## src/miner_link_pkg.sv

```systemverilog
package miner_link_pkg;

    // one uart character.
    localparam int byte_width = 8;

    // block header as sent by the host.
    localparam int header_bytes = 80;
    localparam int header_width = header_bytes * byte_width;

    // nonce returned by the hashing core, sent msb first.
    localparam int nonce_bytes = 4;
    localparam int nonce_width = nonce_bytes * byte_width;

    // wide enough to hold header_bytes.
    localparam int byte_count_width = 7;

endpackage

```

## src/uart_rx.sv

```systemverilog
`timescale 1ns/100ps

module uart_rx #(
    parameter int clks_per_bit = 868
) (
    input  logic                                  clock,
    input  logic                                  rst_n,
    input  logic                                  rxd,
    output logic [miner_link_pkg::byte_width-1:0] rx_byte,
    output logic                                  rx_valid
);
    import miner_link_pkg::*;

    localparam int cnt_width = $clog2(clks_per_bit);
    localparam int idx_width = $clog2(byte_width);
    localparam logic [cnt_width-1:0] full_bit = cnt_width'(clks_per_bit - 1);
    localparam logic [cnt_width-1:0] half_bit = cnt_width'(clks_per_bit / 2 - 1);
    localparam logic [idx_width-1:0] last_bit = idx_width'(byte_width - 1);

    typedef enum logic [2:0] {
        rx_idle,
        rx_start,
        rx_data,
        rx_stop,
        rx_tail
    } rx_state_t;

    rx_state_t             state;
    logic                  rxd_meta;
    logic                  rxd_sync;
    logic [cnt_width-1:0]  cnt;
    logic [idx_width-1:0]  bit_idx;
    logic                  stop_ok;
    logic [byte_width-1:0] shift;

    // the line idles high, so the synchronizer resets high too.
    always_ff @(posedge clock or negedge rst_n) begin
        if (!rst_n) begin
            rxd_meta <= 1'b1;
            rxd_sync <= 1'b1;
        end else begin
            rxd_meta <= rxd;
            rxd_sync <= rxd_meta;
        end
    end

    always_ff @(posedge clock or negedge rst_n) begin
        if (!rst_n) begin
            state    <= rx_idle;
            cnt      <= '0;
            bit_idx  <= '0;
            stop_ok  <= 1'b0;
            rx_valid <= 1'b0;
        end else begin
            rx_valid <= 1'b0;
            case (state)
                rx_idle: begin
                    cnt <= '0;
                    if (!rxd_sync) begin
                        state <= rx_start;
                    end
                end
                rx_start: begin
                    // line must still be low at mid start bit, else it was a glitch.
                    if (cnt == half_bit) begin
                        cnt     <= '0;
                        bit_idx <= '0;
                        state   <= rxd_sync ? rx_idle : rx_data;
                    end else begin
                        cnt <= cnt + 1'b1;
                    end
                end
                rx_data: begin
                    if (cnt == full_bit) begin
                        cnt <= '0;
                        if (bit_idx == last_bit) begin
                            state <= rx_stop;
                        end else begin
                            bit_idx <= bit_idx + 1'b1;
                        end
                    end else begin
                        cnt <= cnt + 1'b1;
                    end
                end
                rx_stop: begin
                    if (cnt == full_bit) begin
                        cnt     <= '0;
                        stop_ok <= rxd_sync;
                        state   <= rx_tail;
                    end else begin
                        cnt <= cnt + 1'b1;
                    end
                end
                rx_tail: begin
                    // a framing error just drops the byte.
                    if (cnt == half_bit) begin
                        rx_valid <= stop_ok;
                        state    <= rx_idle;
                    end else begin
                        cnt <= cnt + 1'b1;
                    end
                end
                default: state <= rx_idle;
            endcase
        end
    end

    // lsb arrives first.
    always_ff @(posedge clock) begin
        if (state == rx_data && cnt == full_bit) begin
            shift <= {rxd_sync, shift[byte_width-1:1]};
        end
    end

    assign rx_byte = shift;

endmodule

```

## src/uart_tx.sv

```systemverilog
`timescale 1ns/100ps

module uart_tx #(
    parameter int clks_per_bit = 868
) (
    input  logic                                  clock,
    input  logic                                  rst_n,
    input  logic                                  tx_start,
    input  logic [miner_link_pkg::byte_width-1:0] tx_byte,
    output logic                                  txd,
    output logic                                  tx_busy
);
    import miner_link_pkg::*;

    localparam int frame_width = byte_width + 2;
    localparam int cnt_width = $clog2(clks_per_bit);
    localparam int idx_width = $clog2(frame_width);
    localparam logic [cnt_width-1:0] full_bit = cnt_width'(clks_per_bit - 1);
    localparam logic [idx_width-1:0] last_bit = idx_width'(frame_width - 1);

    logic [frame_width-1:0] frame;
    logic [cnt_width-1:0]   cnt;
    logic [idx_width-1:0]   bit_idx;

    // frame shifts right and fills with ones, so txd rests at the idle level.
    always_ff @(posedge clock or negedge rst_n) begin
        if (!rst_n) begin
            frame   <= '1;
            cnt     <= '0;
            bit_idx <= '0;
            tx_busy <= 1'b0;
        end else if (!tx_busy) begin
            cnt     <= '0;
            bit_idx <= '0;
            if (tx_start) begin
                frame   <= {1'b1, tx_byte, 1'b0};
                tx_busy <= 1'b1;
            end
        end else if (cnt == full_bit) begin
            cnt   <= '0;
            frame <= {1'b1, frame[frame_width-1:1]};
            if (bit_idx == last_bit) begin
                tx_busy <= 1'b0;
            end else begin
                bit_idx <= bit_idx + 1'b1;
            end
        end else begin
            cnt <= cnt + 1'b1;
        end
    end

    assign txd = frame[0];

    // the serializer may only advance between characters.
    assert property (@(posedge clock) disable iff (!rst_n) tx_busy |-> $stable(tx_byte))
        else $error("uart_tx: tx_byte changed while tx_busy was high");

endmodule

```

## src/header_assembler.sv

```systemverilog
`timescale 1ns/100ps

module header_assembler (
    input  logic                                    clock,
    input  logic                                    rst_n,
    input  logic [miner_link_pkg::byte_width-1:0]   rx_byte,
    input  logic                                    rx_valid,
    input  logic                                    byte_enable,
    input  logic                                    start_new,
    output logic [miner_link_pkg::header_width-1:0] header_data,
    output logic                                    header_full
);
    import miner_link_pkg::*;

    logic [byte_count_width-1:0] byte_count;
    logic                        take;

    assign take = rx_valid && byte_enable;

    always_ff @(posedge clock or negedge rst_n) begin
        if (!rst_n) begin
            byte_count <= '0;
        end else if (start_new) begin
            byte_count <= '0;
        end else if (take) begin
            byte_count <= byte_count + 1'b1;
        end
    end

    // new bytes enter at the bottom, so the first byte ends up on top.
    always_ff @(posedge clock) begin
        if (take) begin
            header_data <= {header_data[header_width-byte_width-1:0], rx_byte};
        end
    end

    assign header_full = (byte_count == byte_count_width'(header_bytes));

endmodule

```

## src/nonce_serializer.sv

```systemverilog
`timescale 1ns/100ps

module nonce_serializer (
    input  logic                                   clock,
    input  logic                                   rst_n,
    input  logic [miner_link_pkg::nonce_width-1:0] nonce,
    input  logic                                   capture,
    input  logic                                   next_byte,
    output logic [miner_link_pkg::byte_width-1:0]  tx_byte,
    output logic                                   bytes_left_zero
);
    import miner_link_pkg::*;

    localparam int count_width = $clog2(nonce_bytes + 1);

    logic [nonce_width-1:0] shift;
    logic [count_width-1:0] count;

    always_ff @(posedge clock or negedge rst_n) begin
        if (!rst_n) begin
            count <= '0;
        end else if (capture) begin
            count <= count_width'(nonce_bytes);
        end else if (next_byte && count != '0) begin
            count <= count - 1'b1;
        end
    end

    // msb first on the wire.
    always_ff @(posedge clock) begin
        if (capture) begin
            shift <= nonce;
        end else if (next_byte) begin
            shift <= {shift[nonce_width-byte_width-1:0], {byte_width{1'b0}}};
        end
    end

    assign tx_byte         = shift[nonce_width-1 -: byte_width];
    assign bytes_left_zero = (count == '0);

endmodule

```

## src/link_ctrl.sv

```systemverilog
`timescale 1ns/100ps

module link_ctrl (
    input  logic clock,
    input  logic rst_n,
    input  logic header_full,
    input  logic header_ack,
    input  logic nonce_req,
    input  logic tx_busy,
    input  logic bytes_left_zero,
    input  logic rx_valid,
    output logic header_req,
    output logic byte_enable,
    output logic start_new,
    output logic nonce_ack,
    output logic capture,
    output logic next_byte,
    output logic tx_start,
    output logic overrun
);

    typedef enum logic [1:0] {
        hdr_collect,
        hdr_offer,
        hdr_release
    } hdr_state_t;

    typedef enum logic [1:0] {
        tx_idle,
        tx_launch,
        tx_wait
    } tx_state_t;

    hdr_state_t hdr_state;
    tx_state_t  tx_state;

    // header delivery.
    always_ff @(posedge clock or negedge rst_n) begin
        if (!rst_n) begin
            hdr_state  <= hdr_collect;
            header_req <= 1'b0;
        end else begin
            case (hdr_state)
                hdr_collect: begin
                    if (header_full) begin
                        header_req <= 1'b1;
                        hdr_state  <= hdr_offer;
                    end
                end
                hdr_offer: begin
                    if (header_ack) begin
                        header_req <= 1'b0;
                        hdr_state  <= hdr_release;
                    end
                end
                hdr_release: begin
                    if (!header_ack) begin
                        hdr_state <= hdr_collect;
                    end
                end
                default: hdr_state <= hdr_collect;
            endcase
        end
    end

    // header_data is frozen from header_full until the core lets go of ack.
    assign byte_enable = (hdr_state == hdr_collect) && !header_full;
    assign start_new   = (hdr_state == hdr_release) && !header_ack;

    always_ff @(posedge clock or negedge rst_n) begin
        if (!rst_n) begin
            overrun <= 1'b0;
        end else if (rx_valid && !byte_enable) begin
            overrun <= 1'b1;
        end
    end

    // nonce return. ack is held back until the previous nonce is fully sent.
    assign capture = !nonce_ack && nonce_req && (tx_state == tx_idle) && !tx_busy
                     && bytes_left_zero;

    always_ff @(posedge clock or negedge rst_n) begin
        if (!rst_n) begin
            nonce_ack <= 1'b0;
        end else if (capture) begin
            nonce_ack <= 1'b1;
        end else if (nonce_ack && !nonce_req) begin
            nonce_ack <= 1'b0;
        end
    end

    // character sequencer.
    always_ff @(posedge clock or negedge rst_n) begin
        if (!rst_n) begin
            tx_state <= tx_idle;
        end else begin
            case (tx_state)
                tx_idle: begin
                    if (capture) begin
                        tx_state <= tx_launch;
                    end
                end
                tx_launch: tx_state <= bytes_left_zero ? tx_idle : tx_wait;
                tx_wait: begin
                    if (!tx_busy) begin
                        tx_state <= tx_launch;
                    end
                end
                default: tx_state <= tx_idle;
            endcase
        end
    end

    // advance right after a character so the next byte is ready at launch.
    assign next_byte = (tx_state == tx_wait) && !tx_busy;
    assign tx_start  = (tx_state == tx_launch) && !bytes_left_zero;

    assert property (@(posedge clock) disable iff (!rst_n)
        $fell(header_req) |-> $past(header_ack))
        else $error("link_ctrl: header_req dropped without header_ack");

    assert property (@(posedge clock) disable iff (!rst_n) tx_start |-> !tx_busy)
        else $error("link_ctrl: tx_start while uart_tx busy");

endmodule

```

## src/miner_uart_link.sv

```systemverilog
`timescale 1ns/100ps

module miner_uart_link #(
    parameter int clks_per_bit = 868
) (
    input  logic                                    clock,
    input  logic                                    rst_n,
    input  logic                                    rxd,
    input  logic                                    header_ack,
    input  logic                                    nonce_req,
    input  logic [miner_link_pkg::nonce_width-1:0]  nonce,
    output logic                                    txd,
    output logic                                    header_req,
    output logic [miner_link_pkg::header_width-1:0] header_data,
    output logic                                    nonce_ack,
    output logic                                    overrun
);
    import miner_link_pkg::*;

    logic [byte_width-1:0] rx_byte;
    logic [byte_width-1:0] tx_byte;
    logic                  rx_valid;
    logic                  header_full;
    logic                  byte_enable;
    logic                  start_new;
    logic                  capture;
    logic                  next_byte;
    logic                  bytes_left_zero;
    logic                  tx_start;
    logic                  tx_busy;

    uart_rx #(
        .clks_per_bit(clks_per_bit)
    ) u_uart_rx (
        .clock   (clock),
        .rst_n   (rst_n),
        .rxd     (rxd),
        .rx_byte (rx_byte),
        .rx_valid(rx_valid)
    );

    header_assembler u_header_assembler (
        .clock      (clock),
        .rst_n      (rst_n),
        .rx_byte    (rx_byte),
        .rx_valid   (rx_valid),
        .byte_enable(byte_enable),
        .start_new  (start_new),
        .header_data(header_data),
        .header_full(header_full)
    );

    nonce_serializer u_nonce_serializer (
        .clock          (clock),
        .rst_n          (rst_n),
        .nonce          (nonce),
        .capture        (capture),
        .next_byte      (next_byte),
        .tx_byte        (tx_byte),
        .bytes_left_zero(bytes_left_zero)
    );

    uart_tx #(
        .clks_per_bit(clks_per_bit)
    ) u_uart_tx (
        .clock   (clock),
        .rst_n   (rst_n),
        .tx_start(tx_start),
        .tx_byte (tx_byte),
        .txd     (txd),
        .tx_busy (tx_busy)
    );

    link_ctrl u_link_ctrl (
        .clock          (clock),
        .rst_n          (rst_n),
        .header_full    (header_full),
        .header_ack     (header_ack),
        .nonce_req      (nonce_req),
        .tx_busy        (tx_busy),
        .bytes_left_zero(bytes_left_zero),
        .rx_valid       (rx_valid),
        .header_req     (header_req),
        .byte_enable    (byte_enable),
        .start_new      (start_new),
        .nonce_ack      (nonce_ack),
        .capture        (capture),
        .next_byte      (next_byte),
        .tx_start       (tx_start),
        .overrun        (overrun)
    );

endmodule

```

## config.mk

```make
export PLATFORM = sky130hd
export DESIGN_NAME = miner_uart_link
export DESIGN_NICKNAME = d
export VERILOG_FILES = /design/src/miner_link_pkg.sv /design/src/uart_rx.sv /design/src/uart_tx.sv /design/src/header_assembler.sv /design/src/nonce_serializer.sv /design/src/link_ctrl.sv /design/src/miner_uart_link.sv
export SDC_FILE = /design/constraint.sdc
export NUM_CORES = 1
export LEC_CHECK = 0
export BUFFER_PORTS_ARGS = -buffer_cell sky130_fd_sc_hd__buf_4
export CORE_AREA = 2 2 263 265
export DETAILED_ROUTE_END_ITERATION = 12
export DIE_AREA = 0 0 265 267
export HOLD_SLACK_MARGIN = 0.05
export SYNTH_ARGS = -nofsm -noshare
export SYNTH_HDL_FRONTEND = slang
export SYNTH_SLANG_ARGS = --single-unit
```

## constraint.sdc

```tcl
create_clock -name clock -period 15.4 [get_ports clock]
set_input_delay 0.77 -clock clock [delete_from_list [all_inputs] [get_ports clock]]
set_output_delay 0.77 -clock clock [all_outputs]
set_load 0.05 [all_outputs]
```

* Word-level counts from Yosys, hierarchy flattened
Cells that the tools add are included.
** Storage, ports and cells
- Register bits after elaboration :: 742
- Input bits :: 37
- Output and inout port bits :: 644
- Logic and storage cells :: 147
** Operators by class
- Add/sub/neg operators :: 6
- Eq/ne operators :: 29
- Mux-type cells :: 48
- Reductions and logical operators :: 43
** Operator list (count)
- $mux 10 :: 8
- $mux 32 :: 2
- $pmux 10 s4 :: 1
- $mux 3 :: 10
- $add 10x1->10 const B :: 2
- $eq 10x10->1 const B :: 2
- $ne 2x2->1 const B :: 9
- $pmux 3 s5 :: 1
- $mux 2 :: 7
- $mux 7 :: 2
- $reduce_bool 2->1 :: 7
- $logic_and 1x1->1 :: 13
- $mux 4 :: 3
- $ne 2x1->1 const B :: 6
- $pmux 2 s3 :: 2
- $eq 10x9->1 const B :: 1
- $mux 1 :: 10
- $reduce_and 2->1 :: 5
- $add 7x1->7 const B :: 1
- $eq 7x7->1 const B :: 1
- $logic_not 1->1 :: 7
- $eq 3x2->1 const B :: 2
- $eq 3x3->1 const B :: 2
- $logic_not 3->1 :: 2
- 16 further kinds :: 20

* Logic depth before layout (Yosys ltp)
Gate-level depths: netlist (run 1).
- Depth in word-level cells :: 7
- Gate-level depth with buffers :: 8
- Mapped depth without buffers :: 6

* Cells and area by module
Synthesis (run 1) repeated with hierarchy kept, for this count alone.
** Second synthesis, totals
- Cell total of the unflattened synthesis :: 1030
- Area, all modules :: 24084.3 µm²
** By module, submodules not included
- header_assembler :: instances 1, cells an instance 683, area each 19605.1 µm², sequential area each 19393.6 µm²
- nonce_serializer :: instances 1, cells an instance 94, area each 1567.8 µm², sequential area each 1036.0 µm²
- uart_rx :: instances 1, cells an instance 111, area each 1383.8 µm², sequential area each 743.2 µm²
- uart_tx :: instances 1, cells an instance 111, area each 1216.2 µm², sequential area each 611.8 µm²
- link_ctrl :: instances 1, cells an instance 31, area each 311.5 µm², sequential area each 175.2 µm²

* Worst setup path before layout (run 1)
Ideal clock, no wire load.
- Path kind :: register to register
- Start :: register u_header_assembler.byte_count[0]
- End :: register u_header_assembler.header_data[0] (netlist bit), enable pin
- Setup time :: 982 ps
- Arrival :: 13199 ps
- Data required time :: 14418 ps
- Setup slack :: 1219 ps
- Cell stages (with the launch flop) :: 7
- Path buffers :: 0
- Clock period less this slack :: 14181 ps
- Cell sequence :: dfrtp_1 inv_1 ha_1 nand2_1 or2_2 nand3_1 inv_1
** On the way
- Cells in the longest elaborated chain, start to end :: 4
** Ends and longest elaborated chain
- from (decl) :: line header_assembler.sv:15 : logic [byte_count_width-1:0] byte_count;
- from (signal assigned) :: line header_assembler.sv:26 : byte_count <= byte_count + 1'b1;
- $eq 7x7->1 :: line header_assembler.sv:37 : assign header_full = (byte_count == byte_count_width'(header_bytes));
- $logic_not 1->1 :: line link_ctrl.sv:67 : assign byte_enable = (hdr_state == hdr_collect) && !header_full;
- $logic_and 1x1->1 :: line link_ctrl.sv:67
- $logic_and 1x1->1 :: line header_assembler.sv:18 : assign take = rx_valid && byte_enable;
- net u_header_assembler.take :: line header_assembler.sv:16 : logic take;
- to (signal assigned) :: line header_assembler.sv:33 : header_data <= {header_data[header_width-byte_width-1:0], rx_byte};
- to (decl) :: line header_assembler.sv:10 : output logic [miner_link_pkg::header_width-1:0] header_data,
The timed path passes the listed nets, and every way through them passes these cells.
A chain may end at the register's enable or synchronous reset.

* Worst setup path after layout (run 1)
- Start :: register u_header_assembler.byte_count[0]
- End :: register u_header_assembler.header_data[599] (netlist bit), enable pin
Same word-level chain as after synthesis.

==> results.sh, run 1 <==
export IMPL_syn_to_final_growth_pct=36.9
export IMPL_drv_slew=0
export IMPL_critPathKind="reg -> reg"
export IMPL_synth_top_cells_by_count="680 x edfxtp_1, 92 x nand2_1, 50 x dfrtp_1"
export IMPL_synth_top_area_share_pct=85.4
export IMPL_grt_first_pass_wirelength_um=84900
export IMPL_status="completed"
export IMPL_cp_top_family="buffers and inverters"
export IMPL_netlist_instances=1077
export IMPL_design_area_um2=32700
export IMPL_netlist_area_um2=23900
export IMPL_cp_cell_sequence="inv_1 -> ha_1 -> nand2_1 -> or2_2 -> nand3_1 -> inv_8 -> buf_4 -> buf_4 -> buf_12"
export IMPL_synthArstFlopShare_pct=8.23
export IMPL_finalNetCount=1871
export IMPL_cts_htree_levels=3
export IMPL_post_cts_buffers=0
export IMPL_timing_final_crit_share_pct=32.4
export IMPL_syn_area_per_cell_um2=22.2
export IMPL_finalPower_mw=4.12
export IMPL_crit_path_start_kind="flip-flop"
export IMPL_synth_edf_count=680
export IMPL_yosysWarningCount=0
export IMPL_ctsHoldBuffers=0
export IMPL_critPathRequiredTime_ns=15.63
export IMPL_timing_max_cap_violations=0
export IMPL_die_w_um=265
export IMPL_grt_util_all_layers_pct=16.2
export IMPL_cp_end_kind="flip-flop"
export IMPL_grt_pass1_vias=12700
export IMPL_path_clk_slew_ns=0.06
export IMPL_worstSetupPathDepth=9
export IMPL_dieArea_um2=70800
export IMPL_io_buffers=680
export IMPL_io_pins=681
export IMPL_hold_class="in -> async"
export IMPL_synth_top_area_cell="edfxtp_1"
export IMPL_cts_sinks=741
export IMPL_power_density_nw_per_um2=126
export IMPL_relSlewSlack_pct=22.1
export IMPL_grt_overflow=0
export IMPL_synth_seq_cells=741
export IMPL_drc=0
export IMPL_cts_tree="yes"
export IMPL_post_dp_cell_area_um2=30100
export IMPL_diodes=0
export IMPL_crit_arrival_ns=5.21
export IMPL_numCtsBuffers=78
export IMPL_antenna_found_initial=2
export IMPL_fmax_ghz=0.201
export IMPL_via_per_inst=4.56
export IMPL_timing_hold_ws_ns=0.226
export IMPL_vdd_drop_max_mv=0.0896
export IMPL_grt_max_degree=185
export IMPL_finalHoldViolCount=0
export IMPL_worstMarginPinSlew_ns=1.17
export IMPL_drtIter0Drc=1109
export IMPL_drive_gt1_share_pct=43.9
export IMPL_cp_slowest_cell="buf_4"
export IMPL_setup_viol=0
export IMPL_leakagePower_nw=11.0
export IMPL_cts_resized_gates=0
export IMPL_dieHeight_um=267
export IMPL_pre_cts_slack_ns=10.43
export IMPL_tns_ns=0
export IMPL_clockRootBuffer="clkbuf_16"
export IMPL_worstRegToRegCells=9
export IMPL_rsz0062_at_grt="no"
export IMPL_ant_nets=0
export IMPL_core_um2=68000
export IMPL_min_period_ns=4.98
export IMPL_wirelength_um=59900
export IMPL_initial_utilization_pct=35.2
export IMPL_first_pass_iters=5
export IMPL_place_gp_congestion=0.823
export IMPL_yosysMostFrequentCell="edfxtp_1"
export IMPL_synth_nets=1125
export IMPL_worstPathMaxFanout=169
export IMPL_slowest_delay_ns=1.00
export IMPL_cpMostUsedCell="buf_4"
export IMPL_synth_top_flop_cell="edfxtp_1"
export IMPL_rows=96
export IMPL_cts_buffer_depth=3
export IMPL_post_drt_wl_per_cell_um=21.7
export IMPL_setup_ws_ns=10.42
export IMPL_ys_top_cells_by_area="edfxtp_1 85%, dfrtp_1 5.2%, nand2_1 1.4%"
export IMPL_synth_distinct_cells=54
export IMPL_vias=12600
export IMPL_hpwl_um=43100
export IMPL_clk_insertion_delay_late_ns=0.62
export IMPL_ys_seq_area_share_pct=91.8
export IMPL_critPathBufInv=5
export IMPL_fin_skew_ns=0.0286
registers in the layout, indices dropped and copies added (netlist names), 3 cells and up:
name and cells:
u_uart_rx.state 3, u_uart_rx.cnt 10, u_header_assembler.header_data 640, u_uart_tx.cnt 10, u_uart_rx.rx_byte 8, u_nonce_serializer.shift 32
u_uart_rx.bit_idx 3, u_header_assembler.byte_count 7, u_nonce_serializer.count 3, u_uart_tx.frame 9, u_uart_tx.bit_idx 4
worst paths after layout:
path / start / end / slack [ns]
setup / recovery: u_header_assembler.byte_count[0] / u_header_assembler.header_data[599] / 10.42
hold / removal: rst_n / u_link_ctrl.nonce_ack / 0.23
setup reg to reg: u_header_assembler.byte_count[0] / u_header_assembler.header_data[599] / 10.42
hold reg to reg: u_uart_rx.rxd_meta / u_uart_rx.rxd_sync / 0.36
max in group asynchronous: rst_n / u_uart_rx.cnt[6] / 14.65
min in group clock: rxd / u_uart_rx.rxd_meta / 0.26
power breakdown:
part | internal [mW] | leakage (nW) | switching [mW]
Combinational | 0.0170 | 3.99 | 0.0191
Clock | 1.12 | 1.28 | 0.782
Sequential | 2.17 | 5.76 | 0.0104
cells by family after synthesis:
logic type | Yosys count | share of synthesized area, %
compound gates | 54 | 1.49
xor+xnor | 20 | 0.732
fa+ha+maj | 11 | 0.575
buf+inv | 31 | 0.554
flops | 741 | 91.8
mux | 7 | 0.314
simple gates | 213 | 4.55
layer usage:
layer	vias to the layer above	track usage, %	share of wire, %
li1	5647	-	-
met5	-	0	0.027
met2	553	27.2	49
met3	92	7.55	11
met1	6328	18.3	37
met4	2	5.62	2.6
placed cells by master, fill, tap and decap left out, drive strengths merged, types with 3 or more instances in the layout:
| cell type | synthesis | final |
|---|---|---|
| and3 | 6 | 6 |
| nand3 | 16 | 16 |
| a21oi | 11 | 11 |
| o311ai | 5 | 5 |
| mux2i | 3 | 3 |
| dfrtp | 50 | 50 |
| dfstp | 11 | 11 |
| xnor2 | 5 | 5 |
| or3 | 7 | 7 |
| bufinv | 0 | 9 |
| o22a | 6 | 6 |
| xor2 | 15 | 15 |
| mux2 | 4 | 4 |
| nand2 | 93 | 93 |
| o21ai | 18 | 18 |
| edfxtp | 680 | 680 |
| buf | 3 | 685 |
| nand4 | 8 | 8 |
| nor2 | 33 | 33 |
| and2 | 12 | 12 |
| nand2b | 3 | 3 |
| or4 | 4 | 4 |
| nand4b | 3 | 3 |
| o21a | 6 | 6 |
| clkbuf | 16 | 98 |
| nor3 | 6 | 6 |
| clkinv | 0 | 26 |
| ha | 11 | 11 |
| inv | 12 | 17 |
| nand3b | 4 | 4 |
| nor2b | 3 | 3 |
through the flow:
stage,utilization [%],std cells
3_3_place_gp,44.3,2625
2_1_floorplan,-,1077
4_1_cts,48.2,2765
5_1_grt,48.2,2765
3_5_place_dp,44.3,2625
6_report,48.2,2765
area by class of cell:
| type | instances | area [um2] |
|---|---|---|
| inverters | 12 | 52.6 |
| flip-flops and latches | 741 | 22000 |
| clock inverters | 42 | 568 |
| multi-input cells | 305 | 1830 |
| repair buffers | 685 | 5170 |
| well taps | 882 | 1100 |
| clock buffers | 98 | 2070 |
| fillers | 5681 | 35200 |
No activity file was read; power rests on OpenSTA's default activity.
==> run 2, diff against run 1 <==
==> constraint.sdc (replaced) <==
create_clock -name clock -period 4.7 [get_ports clock]
set_input_delay 0.235 -clock clock [delete_from_list [all_inputs] [get_ports clock]]
set_output_delay 0.235 -clock clock [all_outputs]
set_load 0.05 [all_outputs]
==> results.sh, run 2 (synthesis results as in run 1) <==
export IMPL_worstRegToRegCells=5
export IMPL_via_per_inst=4.58
export IMPL_dieHeight_um=267
export IMPL_cts_buffer_depth=3
export IMPL_seqPwrFrac_pct=54.3
export IMPL_antenna_found_initial=3
export IMPL_r2r_start="u_header_assembler.byte_count[5]"
export IMPL_syn_to_final_growth_pct=38.1
export IMPL_clk_insertion_delay_late_ns=0.62
export IMPL_die_w_um=265
export IMPL_critPathRequiredTime_ns=4.92
export IMPL_first_pass_iters=5
export IMPL_fin_util_pct=48.6
export IMPL_cp_end_kind="flip-flop"
export IMPL_dieArea_um2=70800
export IMPL_layout_commonest_cell="buf_4"
export IMPL_drc=0
export IMPL_numCtsBuffers=80
export IMPL_timing_hold_ws_ns=0.236
export IMPL_finalNetCount=1918
export IMPL_finalHoldViolCount=0
export IMPL_drtIter0Drc=1131
export IMPL_vdd_drop_max_mv=0.370
export IMPL_wirelength_um=62100
export IMPL_switching_share_pct=20.4
export IMPL_p_sw_mw=2.69
export IMPL_relSlewSlack_pct=26.4
export IMPL_largest_reg_flops=640
export IMPL_path_clk_slew_ns=0.06
export IMPL_initial_utilization_pct=35.2
export IMPL_setup_ws_ns=1.53
export IMPL_leakagePower_nw=11.2
export IMPL_io_pins=681
export IMPL_fmax_ghz=0.316
export IMPL_timing_max_cap_violations=0
export IMPL_dp_cells=2634
export IMPL_io_buffers=680
export IMPL_internal_power_mw=10.5
export IMPL_worstMarginPinSlew_ns=1.10
export IMPL_hpwl_um=44900
export IMPL_grt_first_pass_wirelength_um=88000
export IMPL_cts_tree="yes"
export IMPL_timing_rr_end="u_header_assembler.header_data[476]"
export IMPL_cts_sinks=741
export IMPL_drive_gt1_share_pct=43.0
export IMPL_core_um2=68000
export IMPL_grt_pass1_vias=13000
export IMPL_r2r_slack_ns=1.53
export IMPL_fin_cells=2819
export IMPL_place_gp_congestion=0.826
export IMPL_rows=96
export IMPL_post_dp_cell_area_um2=30200
export IMPL_crit_arrival_ns=3.39
export IMPL_worstPathMaxFanout=143
export IMPL_status="completed"
export IMPL_timing_final_crit_share_pct=67.4
export IMPL_pre_cts_slack_ns=1.55
export IMPL_rsz0062_at_grt="no"
export IMPL_layout_common_cells="691 x buf_4, 680 x edfxtp_1, 92 x nand2_1"
export IMPL_grt_max_degree=144
export IMPL_largestRegisters="u_header_assembler.header_data: 640 flops, u_nonce_serializer.shift: 32 flops"
export IMPL_combPwrFrac_pct=1.2
export IMPL_fin_skew_ns=0.0342
export IMPL_drv_slew=0
export IMPL_largest_register="u_header_assembler.header_data"
export IMPL_crit_path_start_kind="flip-flop"
export IMPL_design_area_um2=33000
export IMPL_grt_util_all_layers_pct=16.9
export IMPL_clockRootBuffer="clkbuf_16"
export IMPL_hold_class="in -> async"
export IMPL_vias=12900
export IMPL_cts_resized_gates=0
export IMPL_clkPwrFrac_pct=44.5
export IMPL_ant_nets=0
export IMPL_min_period_ns=3.17
export IMPL_grt_overflow=0
export IMPL_post_drt_wl_per_cell_um=22.0
export IMPL_critPathKind="reg -> reg"
export IMPL_cts_htree_levels=3
export IMPL_power_density_nw_per_um2=399
export IMPL_setup_viol=0
-- run 2: cell type report --
type,count,area [um2]
Inverter,12,48.8
Clock inverter,49,397
Fill cell,5582,34900
Sequential cell,741,22000
Timing Repair Buffer,730,5610
Multi-Input combinational cell,305,1850
Antenna cell,2,5.00
Clock buffer,98,2070
Tap cell,882,1100
-- run 2: worst max path at each step --
stage	slack [ns]	cells past startpoint	start	endpoint
after global placement	1.59	5	u_header_assembler.byte_count[5]	u_header_assembler.header_data[433]
final	1.53	5	u_header_assembler.byte_count[5]	u_header_assembler.header_data[476]
after detailed placement	1.55	5	u_header_assembler.byte_count[5]	u_header_assembler.header_data[465]
after CTS	1.54	5	u_header_assembler.byte_count[5]	u_header_assembler.header_data[545]
after global routing	1.43	5	u_header_assembler.byte_count[5]	u_header_assembler.header_data[505]
after floorplan	-6.61	4	u_header_assembler.byte_count[5]	u_header_assembler.header_data[0]
-- run 2: power by group through the flow --
stage                     registers, mW  clock network (mW)  logic (mW)
after CTS                          7.16                6.05       0.156
after detailed placement           7.30                   0       0.130
after global placement             7.30                   0       0.127
after global routing               7.16                6.29       0.171
final                              7.16                5.87       0.153
after floorplan                    7.30                   0      0.0645
-- run 2: stage by stage --
step           total power, mW  setup TNS [ns]
4_1_cts                   13.4               0
3_3_place_gp              7.42               0
2_1_floorplan             7.37        -4229.74
3_5_place_dp              7.43               0
6_report                  13.2               0
5_1_grt                   13.6               0
-- run 2: layer usage --
layer / wire, um / GRT usage, % / vias up
met4: 1890 / 6.64 / 2
met1: 22900 / 18.9 / 6432
met2: 30300 / 28.1 / 626
li1: - / - / 5762
met5: 12 / 0 / -
met3: 6970 / 7.48 / 103
-- run 2: timing repair --
action / CTS / global route
hold buffers: 36 / 0
setup buffers: 0 / 0
hold endpoints to repair: 92 / 0
-- run 2: worst max-delay path, cell delays in order (launching register included) --
cell and delay, ns:
dfrtp_1 0.40, or4b_4 0.55, or2_4 0.28, nand3_4 0.10
clkinvlp_4 0.70, buf_12 0.55
==> run 3, diff against run 2 <==
--- a/config.mk
+++ b/config.mk
@@ -5,10 +5,11 @@
 export SDC_FILE = /design/constraint.sdc
 export NUM_CORES = 1
 export LEC_CHECK = 0
+export ABC_AREA = 1
 export BUFFER_PORTS_ARGS = -buffer_cell sky130_fd_sc_hd__buf_4
-export CORE_AREA = 2 2 263 265
+export CORE_AREA = 2 2 265 267
 export DETAILED_ROUTE_END_ITERATION = 12
-export DIE_AREA = 0 0 265 267
+export DIE_AREA = 0 0 267 269
 export HOLD_SLACK_MARGIN = 0.05
 export SYNTH_ARGS = -nofsm -noshare
 export SYNTH_HDL_FRONTEND = slang
==> constraint.sdc (replaced) <==
create_clock -name clock -period 2.6 [get_ports clock]
set_input_delay 0.13 -clock clock [delete_from_list [all_inputs] [get_ports clock]]
set_output_delay 0.13 -clock clock [all_outputs]
set_load 0.05 [all_outputs]
==> results.sh, run 3 <==
export IMPL_netlist_area_um2=24200
export IMPL_hpwl_um=44200
export IMPL_post_drt_wl_per_cell_um=20.7
export IMPL_die_w_um=267
export IMPL_synth_edf_count=680
export IMPL_cts_buffer_depth=3
export IMPL_ys_top_cells_by_area="edfxtp_1 84%, dfrtp_1 5.2%, nand2_1 1.5%"
export IMPL_rows=97
export IMPL_critPathRequiredTime_ns=2.82
export IMPL_setup_ws_ns=0.444
export IMPL_timing_max_cap_violations=0
export IMPL_pre_cts_slack_ns=0.473
export IMPL_largestRegisters="u_header_assembler.header_data: 640 flops, u_nonce_serializer.shift: 32 flops"
export IMPL_netlist_instances=1144
export IMPL_syn_to_final_growth_pct=38.3
export IMPL_worstRegToRegCells=7
export IMPL_cts_resized_gates=0
export IMPL_critPathKind="reg -> reg"
export IMPL_initial_utilization_pct=34.9
export IMPL_yosysWarningCount=0
export IMPL_fmax_ghz=0.464
export IMPL_vdd_drop_max_mv=0.542
export IMPL_synth_seq_cells=741
export IMPL_largest_reg_flops=640
export IMPL_via_per_inst=4.52
export IMPL_numCtsBuffers=77
export IMPL_cts_htree_levels=3
export IMPL_synth_distinct_cells=41
export IMPL_wirelength_um=61200
export IMPL_finalHoldViolCount=0
export IMPL_synthArstFlopShare_pct=8.23
export IMPL_vias=13300
export IMPL_cp_startpoint="u_header_assembler.byte_count[0]"
export IMPL_synth_top_flop_cell="edfxtp_1"
export IMPL_relSlewSlack_pct=45.8
export IMPL_hold_class="in -> async"
export IMPL_grt_util_all_layers_pct=16.1
export IMPL_worstMarginPinSlew_ns=0.812
export IMPL_r2r_slack_ns=0.44
export IMPL_synth_nets=1192
export IMPL_core_um2=69300
export IMPL_cts_tree="yes"
export IMPL_layout_commonest_cell="buf_4"
export IMPL_grt_max_degree=94
export IMPL_fin_skew_ns=0.0296
export IMPL_rsz0062_at_grt="no"
export IMPL_finalPower_mw=23.5
export IMPL_diodes=0
export IMPL_leakagePower_nw=11.5
export IMPL_ys_seq_area_share_pct=90.7
export IMPL_crit_arrival_ns=2.38
export IMPL_yosysMostFrequentCell="edfxtp_1"
export IMPL_synth_top_area_cell="edfxtp_1"
export IMPL_drv_slew=0
export IMPL_io_buffers=680
export IMPL_drc=0
export IMPL_min_period_ns=2.16
export IMPL_largest_register="u_header_assembler.header_data"
export IMPL_drtIter0Drc=1194
export IMPL_r2r_start="u_header_assembler.byte_count[0]"
export IMPL_grt_overflow=0
export IMPL_layout_common_cells="685 x buf_4, 680 x edfxtp_1, 99 x nand2_1"
export IMPL_synth_top_cells_by_count="680 x edfxtp_1, 99 x nand2_1, 66 x inv_1"
export IMPL_io_pins=681
export IMPL_cts_sinks=741
export IMPL_timing_final_crit_share_pct=82.9
export IMPL_worstPathMaxFanout=37
export IMPL_path_clk_slew_ns=0.06
export IMPL_antenna_found_initial=2
export IMPL_clockRootBuffer="clkbuf_16"
export IMPL_dieArea_um2=71800
export IMPL_syn_area_per_cell_um2=21.2
export IMPL_grt_pass1_vias=13200
export IMPL_crit_path_start_kind="flip-flop"
export IMPL_finalNetCount=1997
export IMPL_first_pass_iters=5
export IMPL_post_cts_buffers=0
export IMPL_status="completed"
export IMPL_cp_end_kind="flip-flop"
export IMPL_clk_insertion_delay_late_ns=0.61
export IMPL_power_density_nw_per_um2=702
export IMPL_ant_nets=0
export IMPL_setup_viol=0
export IMPL_grt_first_pass_wirelength_um=86100
export IMPL_drive_gt1_share_pct=43.2
export IMPL_place_gp_congestion=0.818
export IMPL_synth_top_area_share_pct=84.3
export IMPL_dieHeight_um=269
[run 3: cell types whose count changed after synthesis, sizes merged, moves of 7 or more]
cell and delta:
mux2 +20, nand2 +13, xor2 -7, nand4 +9, clkbuf -15, and2 -12
nor2 +22, inv +56, nand3 +27
[run 3: final cells by class]
type / instances / area [um2]
Clock buffer: 99 / 2030
Clock inverter: 40 / 358
Fill cell: 5745 / 35800
Inverter: 69 / 263
Multi-Input combinational cell: 327 / 1960
Sequential cell: 741 / 22000
Tap cell: 940 / 1180
Timing Repair Buffer: 733 / 5740
[run 3: worst paths after layout]
kind / endpoint
max: u_header_assembler.header_data[438]
min: u_nonce_serializer.count[1]
max reg2reg: u_header_assembler.header_data[438]
min reg2reg: u_uart_rx.rxd_sync
max in group asynchronous: u_uart_rx.cnt[4]
min in group clock: u_uart_rx.rxd_meta
[run 3: stage by stage]
step / std cells / area, um2 / utilization, % / hold slack [ns] / TNS (ns)
floorplan: 1144 / 24200 / - / -0.166 / -5350.21
global placement: 2774 / 30700 / 44.4 / 0.268 / 0
detailed placement: 2774 / 30700 / 44.4 / 0.275 / 0
CTS: 2949 / 33500 / 48.3 / 0.171 / 0
global route: 2949 / 33500 / 48.3 / 0.199 / 0
finish: 2949 / 33500 / 48.3 / 0.165 / 0
[run 3: critical path, cell delays in order, from the launching register on]
cell        delay [ns]
dfrtp_1           0.39
inv_2             0.07
ha_4              0.15
nand4_1           0.11
nand3_2           0.15
clkinvlp_4        0.20
buf_12            0.22
buf_4             0.45
[run 3: timing repair]
item | in CTS | in global routing
hold buffers | 36 | 0
endpoints found under the hold margin | 94 | 0
endpoints found under the setup margin | 0 | 0
[run 3: report_power, final]
group          switching [mW]  total, mW  internal, mW
Clock                    4.50       10.6          6.05
Combinational          0.0576      0.134        0.0769
Sequential            0.00423       12.8          12.8
[run 3: cell families (layout without fill, tap and decap cells)]
logic type	after synthesis	after routing	share of synthesized area [%]
AO/OA/AOI/OAI	41	41	0.987
multiplexers	24	24	1.38
adder cells (fa/ha/maj)	11	11	0.568
AND/OR/NAND/NOR	241	241	4.69
flip-flops	741	741	90.7
XOR/XNOR	10	10	0.362
buffers and inverters	76	941	1.31
[run 3: layer usage]
| metal | wire length [um] | track usage (%) | vias to the layer above |
|---|---|---|---|
| li1 | - | - | 5922 |
| met3 | 6450 | 6.33 | 86 |
| met5 | 0 | 0 | - |
| met2 | 29900 | 26.7 | 623 |
| met4 | 1330 | 4.90 | 0 |
| met1 | 23500 | 19.3 | 6707 |
